--- src/sdram_cmd_pkg.sv ---
package sdram_cmd_pkg;

  // Pin order is {cs_n, ras_n, cas_n, we_n}.
  typedef enum logic [3:0] {
    CMD_MRS       = 4'h0,
    CMD_REFRESH   = 4'h1,
    CMD_PRECHARGE = 4'h2,
    CMD_ACTIVATE  = 4'h3,
    CMD_WRITE     = 4'h4,
    CMD_READ      = 4'h5,
    CMD_NOP       = 4'h7,
    CMD_DESL      = 4'hf
  } sdram_cmd_t;

  // Address bus word, either a row/column address or the mode register layout.
  typedef union packed {
    logic [12:0] word;
    struct packed {
      logic [2:0] reserved;
      logic       wb_mode;
      logic [1:0] op_mode;
      logic [2:0] cas_lat;
      logic       burst_type;
      logic [2:0] burst_len;
    } mode;
  } sdram_addr_word_t;

  typedef enum logic [3:0] {
    ST_INIT, ST_INIT_PRECHARGE, ST_INIT_REFRESH, ST_INIT_MRS,
    ST_IDLE, ST_ACTIVATE, ST_ACCESS, ST_CAPTURE, ST_RECOVER, ST_REFRESH, ST_MODE
  } fsm_state_t;

endpackage

--- src/sdram_timing_pkg.sv ---
package sdram_timing_pkg;

  // Power-up. Short wait for simulation.
  localparam logic [15:0] INIT_WAIT_CYCLES = 16'd200;
  localparam logic [3:0]  INIT_REFRESHES   = 4'd8;

  // Command spacing in cpu_clk cycles.
  localparam logic [3:0] T_RCD        = 4'd2;
  localparam logic [3:0] T_RP         = 4'd2;
  localparam logic [3:0] T_RFC        = 4'd7;
  localparam logic [3:0] T_MRD        = 4'd2;
  localparam logic [3:0] T_WR_RECOVER = 4'd3;

  // Configuration defaults.
  localparam logic [15:0] REFRESH_INTERVAL_RESET = 16'd390;
  localparam logic [1:0]  CAS_LATENCY_RESET      = 2'd2;

  // CPU address split.
  localparam int BANK_MSB = 24;
  localparam int BANK_LSB = 23;
  localparam int ROW_MSB  = 22;
  localparam int ROW_LSB  = 10;
  localparam int COL_MSB  = 9;

endpackage

--- src/sdram_cmd_fsm.sv ---
`timescale 1ns/10ps

module sdram_cmd_fsm
  import sdram_cmd_pkg::*;
  import sdram_timing_pkg::*;
(
  input  logic        cpu_clk,
  input  logic        reset_n,
  input  logic        read,
  input  logic        write,
  input  logic [24:0] address,
  input  logic [31:0] data_in,
  input  logic [3:0]  be,
  input  logic [1:0]  cas_latency,
  input  logic        mode_reload,
  input  logic        refresh_req,
  input  logic [31:0] databus_in,
  output logic        ready,
  output logic [31:0] data_out,
  output logic        wait_out,
  output logic        init_done,
  output logic        mode_ack,
  output logic        refresh_ack,
  output logic        cs_n,
  output logic        ras_n,
  output logic        cas_n,
  output logic        we_n,
  output logic [1:0]  ba,
  output logic [12:0] addrbus_out,
  output logic [3:0]  dqm,
  output logic [31:0] databus_out,
  output logic        databus_oe
);

  fsm_state_t       state;
  logic [3:0]       delay;
  sdram_cmd_t       cmd_q;
  sdram_cmd_t       init_cmd;
  logic [12:0]      init_addr;
  sdram_addr_word_t init_word;
  sdram_addr_word_t mode_word;
  logic             op_read;
  logic [1:0]       mrs_cl;
  logic             issue_rw;
  logic             capture_now;

  sdram_init_seq u_init (
    .cpu_clk     (cpu_clk),
    .reset_n     (reset_n),
    .cas_latency (cas_latency),
    .init_cmd    (init_cmd),
    .init_addr   (init_addr),
    .init_done   (init_done)
  );

  assign init_word = init_addr;

  always_comb begin
    mode_word = '0;
    mode_word.mode.cas_lat = {1'b0, cas_latency};
  end

  assign issue_rw    = (state == ST_ACTIVATE) && (delay == 4'd0);
  assign capture_now = (state == ST_CAPTURE) && (delay == 4'd0);
  assign wait_out    = !init_done || (state == ST_REFRESH) || (state == ST_MODE);
  assign {cs_n, ras_n, cas_n, we_n} = cmd_q;

  ////////////////////////////////////////////////////////////////////////////
  // Command sequencer. All pin outputs come straight from registers.
  ////////////////////////////////////////////////////////////////////////////

  always_ff @(posedge cpu_clk or negedge reset_n) begin
    if (!reset_n) begin
      state       <= ST_INIT;
      delay       <= '0;
      cmd_q       <= CMD_NOP;
      ba          <= '0;
      addrbus_out <= '0;
      dqm         <= 4'hf;
      databus_oe  <= 1'b0;
      ready       <= 1'b0;
      mode_ack    <= 1'b0;
      refresh_ack <= 1'b0;
      op_read     <= 1'b0;
      mrs_cl      <= CAS_LATENCY_RESET;
    end else begin
      cmd_q       <= CMD_NOP;
      databus_oe  <= 1'b0;
      ready       <= 1'b0;
      mode_ack    <= 1'b0;
      refresh_ack <= 1'b0;
      case (state)
        ST_INIT: begin
          cmd_q       <= init_cmd;
          ba          <= 2'b00;
          addrbus_out <= init_addr;
          if (init_cmd == CMD_MRS)
            mrs_cl <= init_word.mode.cas_lat[1:0];
          if (init_done)
            state <= ST_IDLE;
        end
        ST_IDLE: begin
          // Refresh first, then mode reload, then the CPU.
          if (refresh_req) begin
            cmd_q       <= CMD_REFRESH;
            refresh_ack <= 1'b1;
            delay       <= T_RFC;
            state       <= ST_REFRESH;
          end else if (mode_reload) begin
            cmd_q       <= CMD_MRS;
            ba          <= 2'b00;
            addrbus_out <= mode_word.word;
            mode_ack    <= 1'b1;
            mrs_cl      <= cas_latency;
            delay       <= T_MRD;
            state       <= ST_MODE;
          end else if (read || write) begin
            cmd_q       <= CMD_ACTIVATE;
            ba          <= address[BANK_MSB:BANK_LSB];
            addrbus_out <= address[ROW_MSB:ROW_LSB];
            op_read     <= read;
            delay       <= T_RCD - 4'd1;
            state       <= ST_ACTIVATE;
          end
        end
        ST_ACTIVATE: begin
          if (issue_rw) begin
            cmd_q       <= op_read ? CMD_READ : CMD_WRITE;
            addrbus_out <= {2'b00, 1'b1, address[COL_MSB:0]};  // A10 auto-precharge
            dqm         <= op_read ? 4'h0 : ~be;
            databus_oe  <= !op_read;
            state       <= ST_ACCESS;
          end else begin
            delay <= delay - 4'd1;
          end
        end
        ST_ACCESS: begin
          if (op_read) begin
            delay <= {2'b00, mrs_cl};
            state <= ST_CAPTURE;
          end else begin
            dqm   <= 4'hf;
            ready <= 1'b1;
            delay <= T_WR_RECOVER;
            state <= ST_RECOVER;
          end
        end
        ST_CAPTURE: begin
          if (capture_now) begin
            dqm   <= 4'hf;
            ready <= 1'b1;
            delay <= T_RP;
            state <= ST_RECOVER;
          end else begin
            delay <= delay - 4'd1;
          end
        end
        ST_RECOVER, ST_REFRESH, ST_MODE: begin
          if (delay == 4'd0)
            state <= ST_IDLE;
          else
            delay <= delay - 4'd1;
        end
        default: state <= ST_IDLE;
      endcase
    end
  end

  // Write data goes out with the WRITE command, read data lands with ready.
  always_ff @(posedge cpu_clk) begin
    if (issue_rw && !op_read)
      databus_out <= data_in;
    if (capture_now)
      data_out <= databus_in;
  end

endmodule

--- src/sdram_config_regs.sv ---
`timescale 1ns/10ps

module sdram_config_regs
  import sdram_timing_pkg::*;
(
  input  logic        cpu_clk,
  input  logic        reset_n,
  input  logic        cfg_write,
  input  logic        cfg_sel,
  input  logic [15:0] cfg_wdata,
  input  logic        mode_ack,
  output logic [15:0] refresh_interval,
  output logic [1:0]  cas_latency,
  output logic        mode_reload
);

  logic cl_valid;

  // Only latencies 2 and 3 are supported.
  assign cl_valid = (cfg_wdata == 16'd2) || (cfg_wdata == 16'd3);

  always_ff @(posedge cpu_clk or negedge reset_n) begin
    if (!reset_n) begin
      refresh_interval <= REFRESH_INTERVAL_RESET;
      cas_latency      <= CAS_LATENCY_RESET;
      mode_reload      <= 1'b0;
    end else begin
      if (mode_ack)
        mode_reload <= 1'b0;
      if (cfg_write) begin
        if (!cfg_sel) begin
          refresh_interval <= cfg_wdata;
        end else if (cl_valid) begin
          cas_latency <= cfg_wdata[1:0];
          // A new latency needs a fresh MRS.
          if (cfg_wdata[1:0] != cas_latency)
            mode_reload <= 1'b1;
        end
      end
    end
  end

endmodule

--- src/sdram_controller.sv ---
`timescale 1ns/10ps

module sdram_controller (
  input  logic        cpu_clk,
  input  logic        reset_n,
  // CPU bus.
  input  logic        read,
  input  logic        write,
  input  logic [24:0] address,
  input  logic [31:0] data_in,
  input  logic [3:0]  be,
  output logic [31:0] data_out,
  output logic        ready,
  output logic        wait_out,
  // Configuration.
  input  logic        cfg_write,
  input  logic        cfg_sel,
  input  logic [15:0] cfg_wdata,
  // SDRAM pins.
  output logic        cs_n,
  output logic        ras_n,
  output logic        cas_n,
  output logic        we_n,
  output logic [1:0]  ba,
  output logic [12:0] addrbus_out,
  output logic [3:0]  dqm,
  output logic [31:0] databus_out,
  output logic        databus_oe,
  input  logic [31:0] databus_in
);

  logic [15:0] refresh_interval;
  logic [1:0]  cas_latency;
  logic        mode_reload;
  logic        mode_ack;
  logic        refresh_req;
  logic        refresh_ack;
  logic        init_done;

  sdram_config_regs u_config (
    .cpu_clk          (cpu_clk),
    .reset_n          (reset_n),
    .cfg_write        (cfg_write),
    .cfg_sel          (cfg_sel),
    .cfg_wdata        (cfg_wdata),
    .mode_ack         (mode_ack),
    .refresh_interval (refresh_interval),
    .cas_latency      (cas_latency),
    .mode_reload      (mode_reload)
  );

  sdram_refresh_timer u_refresh (
    .cpu_clk          (cpu_clk),
    .reset_n          (reset_n),
    .init_done        (init_done),
    .refresh_interval (refresh_interval),
    .refresh_ack      (refresh_ack),
    .refresh_req      (refresh_req)
  );

  sdram_cmd_fsm u_fsm (
    .cpu_clk     (cpu_clk),
    .reset_n     (reset_n),
    .read        (read),
    .write       (write),
    .address     (address),
    .data_in     (data_in),
    .be          (be),
    .cas_latency (cas_latency),
    .mode_reload (mode_reload),
    .refresh_req (refresh_req),
    .databus_in  (databus_in),
    .ready       (ready),
    .data_out    (data_out),
    .wait_out    (wait_out),
    .init_done   (init_done),
    .mode_ack    (mode_ack),
    .refresh_ack (refresh_ack),
    .cs_n        (cs_n),
    .ras_n       (ras_n),
    .cas_n       (cas_n),
    .we_n        (we_n),
    .ba          (ba),
    .addrbus_out (addrbus_out),
    .dqm         (dqm),
    .databus_out (databus_out),
    .databus_oe  (databus_oe)
  );

endmodule

--- src/sdram_init_seq.sv ---
`timescale 1ns/10ps

module sdram_init_seq
  import sdram_cmd_pkg::*;
  import sdram_timing_pkg::*;
(
  input  logic        cpu_clk,
  input  logic        reset_n,
  input  logic [1:0]  cas_latency,
  output sdram_cmd_t  init_cmd,
  output logic [12:0] init_addr,
  output logic        init_done
);

  fsm_state_t       state;
  logic [15:0]      delay;
  logic [3:0]       refs_left;
  sdram_addr_word_t mode_word;

  // Burst length 1, sequential, programmed write burst.
  always_comb begin
    mode_word = '0;
    mode_word.mode.cas_lat = {1'b0, cas_latency};
  end

  always_ff @(posedge cpu_clk or negedge reset_n) begin
    if (!reset_n) begin
      state     <= ST_INIT;
      delay     <= INIT_WAIT_CYCLES - 16'd1;
      refs_left <= '0;
      init_cmd  <= CMD_NOP;
      init_addr <= '0;
      init_done <= 1'b0;
    end else begin
      init_cmd  <= CMD_NOP;
      init_addr <= '0;
      case (state)
        ST_INIT: begin
          if (delay == 16'd0) begin
            init_cmd  <= CMD_PRECHARGE;
            init_addr <= 13'h0400;  // A10 selects all banks
            delay     <= 16'(T_RP);
            state     <= ST_INIT_PRECHARGE;
          end else begin
            delay <= delay - 16'd1;
          end
        end
        ST_INIT_PRECHARGE: begin
          if (delay == 16'd0) begin
            init_cmd  <= CMD_REFRESH;
            refs_left <= INIT_REFRESHES - 4'd1;
            delay     <= 16'(T_RFC);
            state     <= ST_INIT_REFRESH;
          end else begin
            delay <= delay - 16'd1;
          end
        end
        ST_INIT_REFRESH: begin
          if (delay != 16'd0) begin
            delay <= delay - 16'd1;
          end else if (refs_left == 4'd0) begin
            init_cmd  <= CMD_MRS;
            init_addr <= mode_word.word;
            delay     <= 16'(T_MRD);
            state     <= ST_INIT_MRS;
          end else begin
            init_cmd  <= CMD_REFRESH;
            refs_left <= refs_left - 4'd1;
            delay     <= 16'(T_RFC);
          end
        end
        ST_INIT_MRS: begin
          if (delay == 16'd0) begin
            init_done <= 1'b1;
            state     <= ST_IDLE;
          end else begin
            delay <= delay - 16'd1;
          end
        end
        default: state <= ST_IDLE;
      endcase
    end
  end

endmodule

--- src/sdram_refresh_timer.sv ---
`timescale 1ns/10ps

module sdram_refresh_timer
  import sdram_timing_pkg::*;
(
  input  logic        cpu_clk,
  input  logic        reset_n,
  input  logic        init_done,
  input  logic [15:0] refresh_interval,
  input  logic        refresh_ack,
  output logic        refresh_req
);

  logic [15:0] count;
  logic        init_done_q;

  always_ff @(posedge cpu_clk or negedge reset_n) begin
    if (!reset_n) begin
      count       <= REFRESH_INTERVAL_RESET;
      init_done_q <= 1'b0;
      refresh_req <= 1'b0;
    end else begin
      init_done_q <= init_done;
      // Reload while idle, on init_done rising and after each refresh.
      if (!(init_done && init_done_q) || refresh_ack) begin
        count       <= refresh_interval;
        refresh_req <= 1'b0;
      end else if (count == 16'd0) begin
        refresh_req <= 1'b1;
      end else begin
        count <= count - 16'd1;
      end
    end
  end

endmodule

--- config.mk ---
export PLATFORM = sky130hd
export DESIGN_NAME = sdram_controller
export DESIGN_NICKNAME = d
export VERILOG_FILES = /design/src/sdram_cmd_pkg.sv /design/src/sdram_timing_pkg.sv /design/src/sdram_cmd_fsm.sv /design/src/sdram_config_regs.sv /design/src/sdram_controller.sv /design/src/sdram_init_seq.sv /design/src/sdram_refresh_timer.sv
export SDC_FILE = /design/constraint.sdc
export NUM_CORES = 1
export LEC_CHECK = 0
export ABC_AREA = 1
export BUFFER_PORTS_ARGS = -buffer_cell sky130_fd_sc_hd__buf_2
export CAP_MARGIN = 20
export CORE_MARGIN = 10
export CORE_UTILIZATION = 45
export CTS_CLUSTER_SIZE = 28
export DETAILED_ROUTE_END_ITERATION = 7
export GPL_TIMING_DRIVEN = 0
export PLACE_DENSITY = 0.82
export SETUP_SLACK_MARGIN = 0.5
export SYNTH_ARGS = -nofsm -noshare
export SYNTH_HDL_FRONTEND = slang
export SYNTH_SLANG_ARGS = --single-unit
export TNS_END_PERCENT = 30
--- constraint.sdc ---
create_clock -name cpu_clk -period 4.5 [get_ports cpu_clk]
set_clock_uncertainty 0.2 [all_clocks]
set_input_delay 0.225 -clock cpu_clk [delete_from_list [all_inputs] [get_ports cpu_clk]]
set_output_delay 0.225 -clock cpu_clk [all_outputs]
set_load 0.03 [all_outputs]
Yosys cells after proc, flatten, opt, wreduce, memory -nomap -nowiden
Index checks and enable logic that the tools add are counted.
- add/sub/neg operators: 4
- eq/ne operators: 33
- multiplexer cells: 85
- bitwise operators: 4
- reduce and logical (&&, ||, !) cells: 41
- operators by type and width (cell ; number):
    4-bit two-way mux ; 29
    16-bit two-way mux ; 6
    16-bit one-hot mux with 4 select lines ; 1
    13-bit two-way mux ; 4
    13-bit one-hot mux with 3 select lines ; 1
    16-bit by 2-bit == test with 1-bit output, second input constant ; 2
    16-bit zero test ; 2
    16-bit by 1-bit subtractor with 16-bit output, second input constant ; 2
    2-bit != test, second input constant ; 13
    4-bit one-hot mux with 3 select lines ; 2
    4-bit one-hot mux with 6 select lines ; 1
    4-bit AND reduction ; 6
    11-bit one-hot mux with 2 select lines ; 1
    4-bit zero test ; 5
    4-bit one-hot mux with 5 select lines ; 1
    1-bit two-way mux ; 18
    4-bit by 3-bit == test with 1-bit output, second input constant ; 4
    4-bit one-hot mux with 4 select lines ; 1
    16-bit nonzero test ; 1
    3-bit two-way mux ; 5
    2-bit two-way mux ; 7
    4-bit == test, second input constant ; 3
    6-bit two-way mux ; 2
    11-bit two-way mux ; 1
    other kinds (24) ; 49
- flip-flop bits (word level): 181
- input port bits: 115
- output and inout port bits: 90
- word-level logic and storage cells: 193

Longest topological paths before layout
Gate-level depths: netlist of the first run.
- word-level depth: 5
- depth in mapped cells: 11
- mapped depth without buffers: 10

By module
From an unflattened synthesis of the first run, not the netlist that was laid out.
- cells, all modules: 850
- area total of the unflattened synthesis: 7930.1 sq um
- by module, submodules not included (module ; instances ; cells an instance ; area each (sq um) ; seq. area each (sq um)):
    sdram_cmd_fsm ; 1 ; 388 ; 4242.8 ; 2882.8
    sdram_init_seq ; 1 ; 226 ; 1722.9 ; 760.7
    sdram_refresh_timer ; 1 ; 165 ; 1114.8 ; 455.4
    sdram_config_regs ; 1 ; 71 ; 849.6 ; 481.7

Least setup slack after synthesis of the first run
OpenSTA, ideal clock, no wires.
- kind: register -> register
- start: reg u_fsm.delay[0]
- end: reg u_fsm.databus_out[0] (enable)
- arrival time: 3.108 ns
- data required time: 3.839 ns
- path slack: 0.731 ns
- stages on the path, launching flop included: 6
- path buffers: 1
- clock period less this slack: 3.769 ns
- cells stage by stage: dfrtp_1 -> inv_1 -> ha_1 -> nand2_1 -> buf_2 -> nor3_1
- word-level cells in the longest chain between the ends: 3
- ends and longest elaborated chain (what ; line ; RTL):
    start, declared ; sdram_cmd_fsm.sv:36 ; logic [3:0] delay;
    start signal, assigned ; sdram_cmd_fsm.sv:122 ; delay <= T_RCD - 4'd1;
    start signal, assigned ; sdram_cmd_fsm.sv:134 ; delay <= delay - 4'd1;
    start signal, assigned ; sdram_cmd_fsm.sv:139 ; delay <= {2'b00, mrs_cl};
    4-bit zero test ; sdram_cmd_fsm.sv:63 ; assign issue_rw = (state == ST_ACTIVATE) && (delay == 4'd0);
    1-bit logical AND ; sdram_cmd_fsm.sv:63 ;
    1-bit logical AND ; sdram_cmd_fsm.sv:171 ; if (issue_rw && !op_read)
    end signal, assigned ; sdram_cmd_fsm.sv:172 ; databus_out <= data_in;
    end, declared ; sdram_cmd_fsm.sv:31 ; output logic [31:0] databus_out,
No other way between the ends.
A chain may end at the register's enable or synchronous reset.

Final worst setup path of the first run
- start: reg u_fsm.state[1]
- end: reg u_fsm.addrbus_out[8]
- word-level cells in the longest chain between the ends: 4
- elaborated cells on any way between the ends: 10
- those cells by class: 5 x eq/ne; 1 x mux; 4 x reduce/logical
- ends and longest elaborated chain (what ; line ; RTL):
    start, declared ; sdram_cmd_fsm.sv:35 ; fsm_state_t state;
    start signal, assigned ; sdram_cmd_fsm.sv:74 ; state <= ST_INIT;
    start signal, assigned ; sdram_cmd_fsm.sv:100 ; state <= ST_IDLE;
    start signal, assigned ; sdram_cmd_fsm.sv:108 ; state <= ST_REFRESH;
    4-bit by 3-bit == test with 1-bit output ; sdram_cmd_fsm.sv:63, sdram_cmd_fsm.sv:92 ;
    1-bit logical AND ; sdram_cmd_fsm.sv:63 ;
    2-bit by 1-bit != test with 1-bit output (no line) ; -- ;
    4-bit AND reduction (no line) ; -- ;
    end signal, assigned ; sdram_cmd_fsm.sv:96 ; addrbus_out <= init_addr;
    end signal, assigned ; sdram_cmd_fsm.sv:112 ; addrbus_out <= mode_word.word;
    end signal, assigned ; sdram_cmd_fsm.sv:120 ; addrbus_out <= address[ROW_MSB:ROW_LSB];
    end, declared ; sdram_cmd_fsm.sv:29 ; output logic [12:0] addrbus_out,
Several ways; a longest one is shown, not always the timed one.

==> results.txt, run 1 <==
----------------------------------------------------
[Detailed routing]
  Remaining routing DRC violations ... 0
  Number of nets with antenna violations after detailed routing ... 0
  Routed wire per std cell ... 16.5 um
  DR pass1 iterations ... 5
  Total Routed Length ... 22.5 mm
  Number of DRC violations after detailed-routing iteration 0 ... 424
  Vias after detailed routing ... 6684
  Via count normalized by instance count ... 4.89

[Pwr]
  Power per cell area ... 456 nW/um2
  Leakage power ... 5.18 nW
  Maximum vdd drop ... 0.293 mV

[Placement]
  Placer's final routability congestion estimate ... 0.893
  Post-DP HPWL ... 15.1 mm
  Number of input and output port buffers inserted ... 203

[STA]
  RSZ-0062 raised after global routing ... no
  Final-layout setup total negative slack ... 0 ns
  Slew at the pin closest to its max-slew limit ... 0.621 ns
  Final slew viol count ... 0
  Clock period minus worst slack ... 2.40 ns
  Number of endpoints failing setup at the final stage ... 0
  Fmax achieved ... 416 MHz
  Period utilization ... 0.534
  Final Hold Viols ... 0
  Normalized max-slew margin ... 0.584

[Logic synthesis]
  Post-synthesis net count ... 922
  Register bit count reported by yosys ... 168
  Count of yosys warnings during synthesis ... 0
  Sequential share of the synthesized area ... 0.614
  Cells after Synth ... 802
  Number of distinct library cells after synthesis ... 41
  Leading register cell type out of synthesis ... sky130_fd_sc_hd__dfrtp_1
  Number of enable-type register cells in the synthesized netlist ... 64
  Synthesized area per cell ... 9.25 um2
  Fraction of registers with async set/reset ... 0.619
  Area of the mapped netlist ... 7420 um2

[Critical path]
  Arr. time, crit path ... 2.56 ns
  Critical path launch point type ... flip-flop
  Critical Path End Type ... flip-flop
  Depth of the worst register-to-register path ... 11
  Highest fanout seen on the critical path ... 10
  Worst reg2reg startpoint ... u_fsm.state[1]$_DFFE_PN0P_
  Required time reported for the critical path endpoint ... 4.66 ns
  Class of the most critical setup path ... reg -> reg
  Crit Reg-Reg Endpoint ... u_fsm.addrbus_out[8]$_DFFE_PN0P_
  FF-to-FF setup slack ... 2.10 ns

[Clocking]
  Clock sink total ... 168
  TritonCTS clock tree ... done
  CTS Buf Count ... 17
  Buffer depth of the longest clock path ... 2
  Post-CTS repair timing setup buffer count ... 0
  Post-CTS Resized ... 0
  # H-tree levels ... 4
  Clock Pin Slew Worst Setup and Hold Paths ... 0.06 ns
  Insertion delay to the later sink of the worst-skew pair ... 0.42 ns
  Cell at the root of the clock tree ... sky130_fd_sc_hd__clkbuf_16

[Hold path]
  Worst hold path startpoint ... address[15]
  Number of cells on the worst hold path ... 5
  Hold Path Sink ... u_fsm.addrbus_out[5]$_DFFE_PN0P_
  Worst min path class ... in -> reg

[Status]
  Result of the run ... finished clean

[Global route]
  Initial antenna violation count ... 0
  First-pass GRT wire length ... 35.4 mm
  Global-route met3 utilization ... 0.0537
  GRT Resource Usage Total ... 0.203
  Number of global-route vias before repair ... 6544
  Met2 track demand over resource ... 0.353
  Largest net degree at the start of global routing ... 65
  Global-route track usage on met1 ... 0.233
  Busiest metal layer after global routing ... met2
  Total gr overflow ... 0

[Finish]
  Final Core Density ... 0.653
  Synthesis-to-finish area growth ... 40.9%
  Ratio of cells with drive above 1 in the final layout ... 0.255
  Most frequent standard cell in the layout excluding fill and tap cells ... sky130_fd_sc_hd__nand2_1
  Most frequent cells in the layout ... 255 x sky130_fd_sc_hd__nand2_1, 207 x sky130_fd_sc_hd__buf_2, 111 x sky130_fd_sc_hd__dlygate4sd3_1
  Layout fillers ... 1198
  Inserted Diodes ... 0
  Total Nets Final ... 1259

[Die]
  Die width ... 148 um
  Area of the die ... 22000 um2
  Placeable core region ... 16000 um2
  Height of the die ... 148 um
  Number of top-level design ports ... 205
  Initial Util ... 0.464
  # rows ... 46

[Flow run]
  Count of maximum capacitance violations ... 0

----------------------------------------------------
[where the power goes]
group	internal [mW]	leakage (nW)	switching, mW
Sequential	1.80	1.86	0.107
Combinational	0.527	3.06	0.970
Clock	0.760	0.254	0.603
[timing repair]
action | CTS | global route
endpoints found under the hold margin | 142 | 0
hold buffers | 111 | 0
endpoints found under the setup margin | 0 | 0
[metrics by stage]
step	area, um2	hold WS, ns	total power [mW]	setup WS [ns]	cells
3_3_place_gp	8700	0.201	3.22	-0.208	1221
6_report	10500	0.0307	4.77	2.10	1367
3_5_place_dp	8790	0.0543	3.26	2.21	1225
5_1_grt	10500	0.0544	5.04	1.96	1367
2_1_floorplan	7420	-0.271	2.87	0.731	802
4_1_cts	10500	0.0104	4.76	2.20	1367
[routing by layer]
metal | vias to the layer above | part of all wire
met4 | 0 | 0.031
met3 | 40 | 0.062
met5 | - | 0
met1 | 3130 | 0.41
met2 | 255 | 0.50
li1 | 3259 | -
[registers in the layout, indices dropped and copies added (netlist names), 4 cells and up]
register and flops:
u_fsm.data_out 32, u_fsm.databus_out 32, u_config.refresh_interval 16, u_fsm.u_init.delay 16, u_refresh.count 16, u_fsm.addrbus_out 13
u_fsm.delay 4, u_fsm.dqm 4, u_fsm.state 4, u_fsm.u_init.refs_left 4
[layout make-up]
| type | instances | area [um2] | share of cell area |
|---|---|---|---|
| Tap cell | 216 | 270 | 0.0259 |
| Timing Repair Buffer | 318 | 2210 | 0.211 |
| Inverter | 91 | 344 | 0.0329 |
| Multi-Input combinational cell | 528 | 2440 | 0.234 |
| Sequential cell | 168 | 4560 | 0.436 |
| Clock buffer | 17 | 425 | 0.0407 |
| Buffer | 15 | 81.3 | 0.00778 |
| Clock inverter | 14 | 125 | 0.0120 |
[cells in the mapped netlist (2+ instances only)]
cell | instances | area (um2)
sky130_fd_sc_hd__nand2_2 | 6 | 37.5
sky130_fd_sc_hd__xor2_1 | 13 | 114
sky130_fd_sc_hd__buf_6 | 2 | 22.5
sky130_fd_sc_hd__xnor2_1 | 6 | 52.6
sky130_fd_sc_hd__nor2_1 | 89 | 334
sky130_fd_sc_hd__clkbuf_1 | 6 | 22.5
sky130_fd_sc_hd__mux2_2 | 2 | 22.5
sky130_fd_sc_hd__nand4_1 | 11 | 68.8
sky130_fd_sc_hd__o21ai_0 | 57 | 285
sky130_fd_sc_hd__inv_1 | 84 | 315
sky130_fd_sc_hd__nor3_1 | 15 | 75.1
sky130_fd_sc_hd__inv_2 | 6 | 22.5
sky130_fd_sc_hd__nand3_1 | 38 | 190
sky130_fd_sc_hd__a21oi_1 | 10 | 50.1
sky130_fd_sc_hd__nand3b_1 | 2 | 15.0
sky130_fd_sc_hd__nand2_1 | 255 | 957
sky130_fd_sc_hd__dfstp_2 | 25 | 657
sky130_fd_sc_hd__edfxtp_1 | 64 | 1920
sky130_fd_sc_hd__a22o_1 | 2 | 17.5
sky130_fd_sc_hd__buf_2 | 5 | 25.0
sky130_fd_sc_hd__ha_1 | 5 | 62.6
sky130_fd_sc_hd__dfrtp_1 | 79 | 1980
sky130_fd_sc_hd__nor2_4 | 2 | 22.5
[kinds of logic after synthesis]
| logic type | share of synthesized area |
|---|---|
| XOR/XNOR | 0.0224 |
| buffers and inverters | 0.0574 |
| AND/OR/NAND/NOR | 0.234 |
| other | 0.000506 |
| AO/OA/AOI/OAI | 0.0596 |
| adder cells (fa/ha/maj) | 0.00843 |
| flip-flops | 0.614 |
| multiplexers | 0.00304 |
[worst max-delay path by stage]
stage | cells past startpoint | start | to | slack [ns]
after global placement | 5 | u_fsm.delay[0]$_DFFE_PN0P_ | u_fsm.databus_out[12]$_DFFE_PP_ | -0.21
after global routing | 11 | u_fsm.state[1]$_DFFE_PN0P_ | u_fsm.addrbus_out[9]$_DFFE_PN0P_ | 1.96
after detailed placement | 8 | u_fsm.delay[0]$_DFFE_PN0P_ | u_fsm.data_out[8]$_DFFE_PP_ | 2.21
after floorplan | 5 | u_fsm.delay[0]$_DFFE_PN0P_ | u_fsm.databus_out[0]$_DFFE_PP_ | 0.73
after CTS | 11 | u_fsm.state[3]$_DFFE_PN0P_ | u_fsm.addrbus_out[7]$_DFFE_PN0P_ | 2.20
final | 11 | u_fsm.state[1]$_DFFE_PN0P_ | u_fsm.addrbus_out[8]$_DFFE_PN0P_ | 2.10
[worst max-delay path: stages, from the launching register on]
cell and delay [ns]:
sky130_fd_sc_hd__dfrtp_1 0.44, sky130_fd_sc_hd__inv_2 0.11, sky130_fd_sc_hd__nand2_1 0.11, sky130_fd_sc_hd__nor2_1 0.13, sky130_fd_sc_hd__nand2_1 0.11, sky130_fd_sc_hd__inv_1 0.13, sky130_fd_sc_hd__buf_2 0.25, sky130_fd_sc_hd__nand2_1 0.08
sky130_fd_sc_hd__nand2_1 0.08, sky130_fd_sc_hd__dlygate4sd3_1 0.56, sky130_fd_sc_hd__nand2_1 0.07, sky130_fd_sc_hd__nand2_1 0.07
Note: power is estimated with default switching activity, not from simulation.
==> run 2: changes to the inputs <==
==> constraint.sdc (replaced) <==
create_clock -name cpu_clk -period 2.3 [get_ports cpu_clk]
set_clock_uncertainty 0.2 [all_clocks]
set_input_delay 0.115 -clock cpu_clk [delete_from_list [all_inputs] [get_ports cpu_clk]]
set_output_delay 0.115 -clock cpu_clk [all_outputs]
set_load 0.03 [all_outputs]
==> results.txt, run 2 (synthesis gave the netlist of run 1 again) <==
----------------------------------------------------
[Finish]
  Total Nets Final ... 1297 (was 1259)
  Largest registers in the final layout ... u_fsm.data_out x32, u_fsm.databus_out x32 (unchanged)
  Ratio of cells with drive above 1 in the final layout ... 0.322 (was 0.255)
  Most frequent standard cell in the layout excluding fill and tap cells ... sky130_fd_sc_hd__nand2_1 (unchanged)
  Layout fillers ... 1094 (was 1198)
  Most frequent cells in the layout ... 234 x sky130_fd_sc_hd__nand2_1, 204 x sky130_fd_sc_hd__buf_2, 113 x sky130_fd_sc_hd__dlygate4sd3_1 (was 255 x sky130_fd_sc_hd__nand2_1, 207 x sky130_fd_sc_hd__buf_2, 111 x sky130_fd_sc_hd__dlygate4sd3_1)
  Synthesis-to-finish area growth ... 50.4% (was 40.9%)

[Placement]
  Post-DP HPWL ... 15.2 mm (was 15.1 mm)
  Post-Place Worst Slack ... 0.00694 ns (was 2.21 ns)
  Number of input and output port buffers inserted ... 203 (unchanged)
  Placer's final routability congestion estimate ... 0.907 (was 0.893)

[Clocking]
  TritonCTS clock tree ... done (unchanged)
  Clock Pin Slew Worst Setup and Hold Paths ... 0.07 ns (was 0.06 ns)
  Cell at the root of the clock tree ... sky130_fd_sc_hd__clkbuf_16 (unchanged)
  Buffer depth of the longest clock path ... 2 (unchanged)
  # H-tree levels ... 4 (unchanged)
  CTS Buf Count ... 17 (unchanged)
  Clock sink total ... 168 (unchanged)
  Insertion delay to the later sink of the worst-skew pair ... 0.43 ns (was 0.42 ns)

[STA]
  Period utilization ... 0.840 (was 0.534)
  RSZ-0062 raised after global routing ... yes (was no)
  Fmax achieved ... 518 MHz (was 416 MHz)
  Final Hold Viols ... 0 (unchanged)
  Clock period minus worst slack ... 1.93 ns (was 2.40 ns)
  Number of endpoints failing setup at the final stage ... 0 (unchanged)
  Normalized max-slew margin ... 0.605 (was 0.584)
  Slew at the pin closest to its max-slew limit ... 0.593 ns (was 0.621 ns)
  Final-layout setup total negative slack ... 0 ns (unchanged)
  Crit path setup slack, layout ... 0.369 ns (was 2.10 ns)
  Final slew viol count ... 0 (unchanged)

[Critical path]
  Required time reported for the critical path endpoint ... 2.47 ns (was 4.66 ns)
  Critical Path End Type ... flip-flop (unchanged)
  Arr. time, crit path ... 2.10 ns (was 2.56 ns)
  Depth of the worst register-to-register path ... 10 (was 11)
  Highest fanout seen on the critical path ... 5 (was 10)
  Critical path launch point type ... flip-flop (unchanged)
  Class of the most critical setup path ... reg -> reg (unchanged)

[Pwr]
  Combinational fraction of design power ... 0.367 (was 0.314)
  Switching Power ... 3.87 mW (was 1.68 mW)
  Reg power frac ... 0.369 (was 0.400)
  Maximum vdd drop ... 0.629 mV (was 0.293 mV)
  Portion of total power attributed to the clock network ... 0.264 (was 0.286)
  Power per cell area ... 920 nW/um2 (was 456 nW/um2)
  Cell internal pwr ... 6.40 mW (was 3.09 mW)
  Switching power share of the total ... 0.377 (was 0.352)
  Leakage power ... 5.46 nW (was 5.18 nW)

[Flow run]
  Count of maximum capacitance violations ... 0 (unchanged)

[Detailed routing]
  Via count normalized by instance count ... 5.15 (was 4.89)
  Routed wire per std cell ... 18.4 um (was 16.5 um)
  Number of DRC violations after detailed-routing iteration 0 ... 585 (was 424)
  Total Routed Length ... 25.9 mm (was 22.5 mm)
  Metal1 wirelength ... 9.82 mm (was 9.18 mm)
  DR pass1 iterations ... 8 (was 5)
  Number of nets with antenna violations after detailed routing ... 0 (unchanged)
  Met2 routed wirelength ... 12.9 mm (was 11.3 mm)
  Highest routed layer ... met4 (unchanged)
  Remaining routing DRC violations ... 0 (unchanged)
  Vias after detailed routing ... 7266 (was 6684)
  Length of routed met3 wiring ... 2.06 mm (was 1.39 mm)

[Die]
  Number of top-level design ports ... 205 (unchanged)
  Initial Util ... 0.464 (unchanged)
  Height of the die ... 148 um (unchanged)
  Area of the die ... 22000 um2 (unchanged)
  Placeable core region ... 16000 um2 (unchanged)
  # rows ... 46 (unchanged)
  Die width ... 148 um (unchanged)

[Global route]
  GRT Resource Usage Total ... 0.211 (was 0.203)
  Total gr overflow ... 0 (unchanged)
  Largest net degree at the start of global routing ... 64 (was 65)
  Initial antenna violation count ... 4 (was 0)
  First-pass GRT wire length ... 36.7 mm (was 35.4 mm)
  Number of global-route vias before repair ... 6744 (was 6544)

[Status]
  Result of the run ... finished clean (unchanged)

[Hold path]
  Worst min path class ... in -> async (was in -> reg)

----------------------------------------------------
## run 2: cell count changes in the layout (fill, tap and decap cells not counted), moves of 5 or more
cell | before | now
sky130_fd_sc_hd__buf_4 | 2 | 29
sky130_fd_sc_hd__nand2_1 | 255 | 234
sky130_fd_sc_hd__nor2_1 | 89 | 76
sky130_fd_sc_hd__diode_2 | 0 | 5
sky130_fd_sc_hd__inv_4 | 1 | 7
sky130_fd_sc_hd__nand2_4 | 0 | 12
sky130_fd_sc_hd__nand2_2 | 6 | 14
sky130_fd_sc_hd__inv_1 | 84 | 76
sky130_fd_sc_hd__nor2_2 | 1 | 10
sky130_fd_sc_hd__nor2_4 | 2 | 7
## run 2: stage by stage
step / std cells / instance area, um2 / power, mW / hold WS [ns] / utilization
finish: 1411 / 11200 / 10.3 / 0.0264 / 0.697
global route: 1410 / 11200 / 10.8 / 0.0656 / 0.697
CTS: 1375 / 10600 / 9.37 / 0.0164 / 0.664
detailed placement: 1223 / 8790 / 6.46 / -0.0516 / 0.550
global placement: 1221 / 8750 / 6.38 / 0.0914 / 0.547
floorplan: 802 / 7460 / 5.69 / -0.381 / -
## run 2: metal layers
metal | vias up | global-route usage
li1 | 3342 | -
met5 | - | 0
met1 | 3357 | 0.251
met2 | 464 | 0.359
met3 | 103 | 0.0498
met4 | 0 | 0.0872
## run 2: power by group through the flow
stage | Sequential [mW] | Clock [mW] | Combinational [mW]
after CTS | 3.73 | 2.75 | 2.89
after global placement | 3.78 | 0 | 2.60
after floorplan | 4.13 | 0 | 1.56
final | 3.79 | 2.71 | 3.76
after global routing | 3.81 | 2.90 | 4.04
after detailed placement | 3.78 | 0 | 2.68
## run 2: critical path, cell delays in order (launching register included)
cell and delay (ns):
sky130_fd_sc_hd__dfrtp_2 0.46, sky130_fd_sc_hd__inv_2 0.09, sky130_fd_sc_hd__nand2_1 0.11, sky130_fd_sc_hd__nor2_2 0.19
sky130_fd_sc_hd__nand2_2 0.13, sky130_fd_sc_hd__a21oi_4 0.21, sky130_fd_sc_hd__nor2_4 0.08, sky130_fd_sc_hd__inv_4 0.10
sky130_fd_sc_hd__clkbuf_16 0.16, sky130_fd_sc_hd__nand2_1 0.06, sky130_fd_sc_hd__nand2_1 0.08
## run 2: final cells by class
| cell class | count | area (um2) | share of cell area |
|---|---|---|---|
| clock buffers | 17 | 425 | 0.0381 |
| multi-input cells | 529 | 2700 | 0.242 |
| well taps | 216 | 270 | 0.0242 |
| diodes | 5 | 12.5 | 0.00112 |
| plain buffers | 15 | 114 | 0.0102 |
| clock inverters | 15 | 134 | 0.0120 |
| repair buffers | 354 | 2570 | 0.230 |
| flip-flops and latches | 168 | 4560 | 0.409 |
| inverters | 91 | 363 | 0.0325 |
| repair inverters | 1 | 7.51 | 0.000673 |
## run 2: final timing paths
kind	startpoint	end	slack [ns]
max	u_fsm.state[3]$_DFFE_PN0P_	u_fsm.addrbus_out[1]$_DFFE_PN0P_	0.37
min	reset_n	u_fsm.ba[1]$_DFFE_PN0P_	0.03
max reg2reg	u_fsm.state[3]$_DFFE_PN0P_	u_fsm.addrbus_out[1]$_DFFE_PN0P_	0.37
min reg2reg	u_config.refresh_interval[2]$_DFFE_PN1P_	u_config.refresh_interval[2]$_DFFE_PN1P_	0.27
max in group asynchronous	reset_n	u_config.refresh_interval[8]$_DFFE_PN1P_	1.13
min in group cpu_clk	cfg_write	u_config.mode_reload$_DFF_PN0_	0.11
## run 2: timing repair
action,CTS,global route
resized for setup,22,65
hold buffers,114,0
endpoints found under the setup margin,118,132
buffers inserted,5,25
cloned,1,6
pin swaps,7,20
hold endpoints to repair,191,0
==> run 3: changes to the inputs <==
==> constraint.sdc (replaced) <==
create_clock -name cpu_clk -period 1.9 [get_ports cpu_clk]
set_clock_uncertainty 0.2 [all_clocks]
set_input_delay 0.095 -clock cpu_clk [delete_from_list [all_inputs] [get_ports cpu_clk]]
set_output_delay 0.095 -clock cpu_clk [all_outputs]
set_load 0.03 [all_outputs]
==> results.txt, run 3 (synthesis gave the netlist of run 1 again) <==
----------------------------------------------------
[Status]
  Result of the run ... finished with violations (was finished clean)
  Failing checks ... negative setup slack

[Critical path]
  Highest fanout seen on the critical path ... 9 (was 5)
  Arr. time, crit path ... 2.06 ns (was 2.10 ns)
  Critical Path End Type ... flip-flop (unchanged)
  Critical path launch point type ... flip-flop (unchanged)
  Class of the most critical setup path ... reg -> reg (unchanged)
  Required time reported for the critical path endpoint ... 1.98 ns (was 2.47 ns)

[Clocking]
  TritonCTS clock tree ... done (unchanged)
  Cell at the root of the clock tree ... sky130_fd_sc_hd__clkbuf_16 (unchanged)
  Clock sink total ... 168 (unchanged)
  Buffer depth of the longest clock path ... 2 (unchanged)
  CTS Buf Count ... 17 (unchanged)
  Hold-fix buffers at CTS ... 114 (unchanged)
  Insertion delay to the later sink of the worst-skew pair ... 0.43 ns (about the same)
  Clock Pin Slew Worst Setup and Hold Paths ... 0.07 ns (about the same)
  # H-tree levels ... 4 (unchanged)

[Detailed routing]
  Total Routed Length ... 30.4 mm (was 25.9 mm)
  Vias after detailed routing ... 7807 (was 7266)
  Remaining routing DRC violations ... 0 (unchanged)
  Number of nets with antenna violations after detailed routing ... 0 (unchanged)
  Number of DRC violations after detailed-routing iteration 0 ... 708 (was 585)
  Via count normalized by instance count ... 5.41 (was 5.15)
  Routed wire per std cell ... 21.0 um (was 18.4 um)
  DR pass1 iterations ... 8 (unchanged)

[Placement]
  Cell Count Post-Placement ... 1223 (unchanged)
  Dpl cell area ... 8800 um2 (was 8790 um2)
  Post-Place Worst Slack ... -0.395 ns (was 0.00694 ns)
  Placer's final routability congestion estimate ... 0.891 (was 0.907)
  Post-DP HPWL ... 15.4 mm (was 15.2 mm)
  Number of input and output port buffers inserted ... 203 (unchanged)

[Pwr]
  Maximum vdd drop ... 0.792 mV (was 0.629 mV)
  Power per cell area ... 1070 nW/um2 (was 920 nW/um2)
  Portion of total power attributed to the clock network ... 0.252 (was 0.264)
  Switching power share of the total ... 0.389 (was 0.377)
  Combinational fraction of design power ... 0.391 (was 0.367)
  Reg power frac ... 0.357 (was 0.369)
  Leakage power ... 5.76 nW (was 5.46 nW)
  Switching Power ... 5.05 mW (was 3.87 mW)
  Cell internal pwr ... 7.93 mW (was 6.40 mW)

[Die]
  Initial Util ... 0.464 (unchanged)
  Die width ... 148 um (unchanged)
  Placeable core region ... 16000 um2 (unchanged)
  # rows ... 46 (unchanged)
  Height of the die ... 148 um (unchanged)
  Area of the die ... 22000 um2 (unchanged)
  Number of top-level design ports ... 205 (unchanged)

[STA]
  RSZ-0062 raised after global routing ... yes (unchanged)
  Crit path setup slack, layout ... -0.0802 ns (was 0.369 ns)
  Normalized max-slew margin ... 0.512 (was 0.605)
  Slew at the pin closest to its max-slew limit ... 0.724 ns (was 0.593 ns)
  Period utilization ... 1.04 (was 0.840)
  Fmax achieved ... 505 MHz (was 518 MHz)
  Final Hold Viols ... 0 (unchanged)
  Number of endpoints failing setup at the final stage ... 10 (was 0)
  Clock period minus worst slack ... 1.98 ns (was 1.93 ns)
  Final slew viol count ... 0 (unchanged)
  Worst hold slack ... 0.0115 ns (was 0.0264 ns)

[Finish]
  Total Nets Final ... 1327 (was 1297)
  Synthesis-to-finish area growth ... 63.8% (was 50.4%)
  Layout fillers ... 890 (was 1094)
  Most frequent standard cell in the layout excluding fill and tap cells ... sky130_fd_sc_hd__buf_2 (was sky130_fd_sc_hd__nand2_1)
  Finished layout cell area ... 12200 um2 (was 11200 um2)
  Count of placed standard cells in the final layout, fillers left out ... 1443 (was 1411)
  Largest registers in the final layout ... u_fsm.data_out x32, u_fsm.databus_out x32 (unchanged)
  Most frequent cells in the layout ... 194 x sky130_fd_sc_hd__buf_2, 186 x sky130_fd_sc_hd__nand2_1, 114 x sky130_fd_sc_hd__dlygate4sd3_1 (was 234 x sky130_fd_sc_hd__nand2_1, 204 x sky130_fd_sc_hd__buf_2, 113 x sky130_fd_sc_hd__dlygate4sd3_1)
  Ratio of cells with drive above 1 in the final layout ... 0.445 (was 0.322)

[Hold path]
  Worst min path class ... in -> async (unchanged)

[Global route]
  Number of global-route vias before repair ... 6980 (was 6744)
  GRT Resource Usage Total ... 0.221 (was 0.211)
  First-pass GRT wire length ... 38.5 mm (was 36.7 mm)
  Largest net degree at the start of global routing ... 63 (was 64)
  Initial antenna violation count ... 5 (was 4)
  Total gr overflow ... 0 (unchanged)

[Flow run]
  Count of maximum capacitance violations ... 0 (unchanged)

----------------------------------------------------
## run 3: layout make-up
class / instances / area (um2) / share of cell area
Multi-Input combinational cell: 529 / 3310 / 0.272
Timing Repair inverter: 1 / 7.51 / 0.000618
Sequential cell: 168 / 4570 / 0.376
Inverter: 91 / 370 / 0.0305
Clock inverter: 14 / 116 / 0.00958
Buffer: 15 / 120 / 0.00988
Antenna cell: 7 / 17.5 / 0.00144
Clock buffer: 18 / 429 / 0.0353
Timing Repair Buffer: 384 / 2940 / 0.242
Tap cell: 216 / 270 / 0.0222
## run 3: final timing paths
kind                                                                from                                end  slack, ns  cells after the start
worst max-delay path                          u_fsm.state[2]$_DFFE_PN0P_          u_fsm.op_read$_DFFE_PN0P_      -0.08                      8
worst min-delay path                                             reset_n  u_fsm.u_init.delay[3]$_DFFE_PN0P_       0.01                      2
worst max register to register                u_fsm.state[2]$_DFFE_PN0P_          u_fsm.op_read$_DFFE_PN0P_      -0.08                      8
worst min register to register  u_config.refresh_interval[8]$_DFFE_PN1P_     u_refresh.count[8]$_DFFE_PN1P_       0.26                      2
max in group asynchronous                                        reset_n     u_refresh.count[8]$_DFFE_PN1P_       0.73                      3
min in group cpu_clk                                               write           u_fsm.cmd_q[2]$_DFF_PN1_       0.07                      6
## run 3: routing by layer
metal  vias up  track usage  wire, um
li1       3394            -         -
met1      3674        0.250     10800
met2       579        0.382     15500
met3       160       0.0528      2450
met4         0        0.109      1540
met5         -            0         0
## run 3: what timing repair did
item                                    4_1_cts  5_1_grt
gates resized for setup                      25      304
endpoints found under the hold margin       191        1
setup buffers                                15       43
endpoints found under the setup margin      154      157
pin swaps                                     3       87
gates cloned                                  4        5
## run 3: power groups by stage
stage,clock (mW),combinational [mW],sequential (mW)
2_1_floorplan,0,1.89,5.00
3_3_place_gp,0,3.15,4.58
3_5_place_dp,0,3.24,4.58
4_1_cts,3.25,3.70,4.52
5_1_grt,3.43,5.39,4.66
6_report,3.26,5.08,4.64
## run 3: through the flow
step	total power [mW]	utilization	setup TNS, ns
after floorplan	6.89	-	-10.33
after global placement	7.73	0.547	-77.50
after detailed placement	7.82	0.550	-23.65
after CTS	11.5	0.675	0
after global routing	13.5	0.759	-2.05
final	13.0	0.759	-0.386
## run 3: critical path: stages, from the launching register on
cell                      delay [ns]
sky130_fd_sc_hd__dfrtp_1        0.42
sky130_fd_sc_hd__inv_2          0.10
sky130_fd_sc_hd__nor2_8         0.20
sky130_fd_sc_hd__buf_4          0.17
sky130_fd_sc_hd__nand2_4        0.10
sky130_fd_sc_hd__nor2_1         0.13
sky130_fd_sc_hd__inv_1          0.13
sky130_fd_sc_hd__o21ai_0        0.20
sky130_fd_sc_hd__o21ai_0        0.18
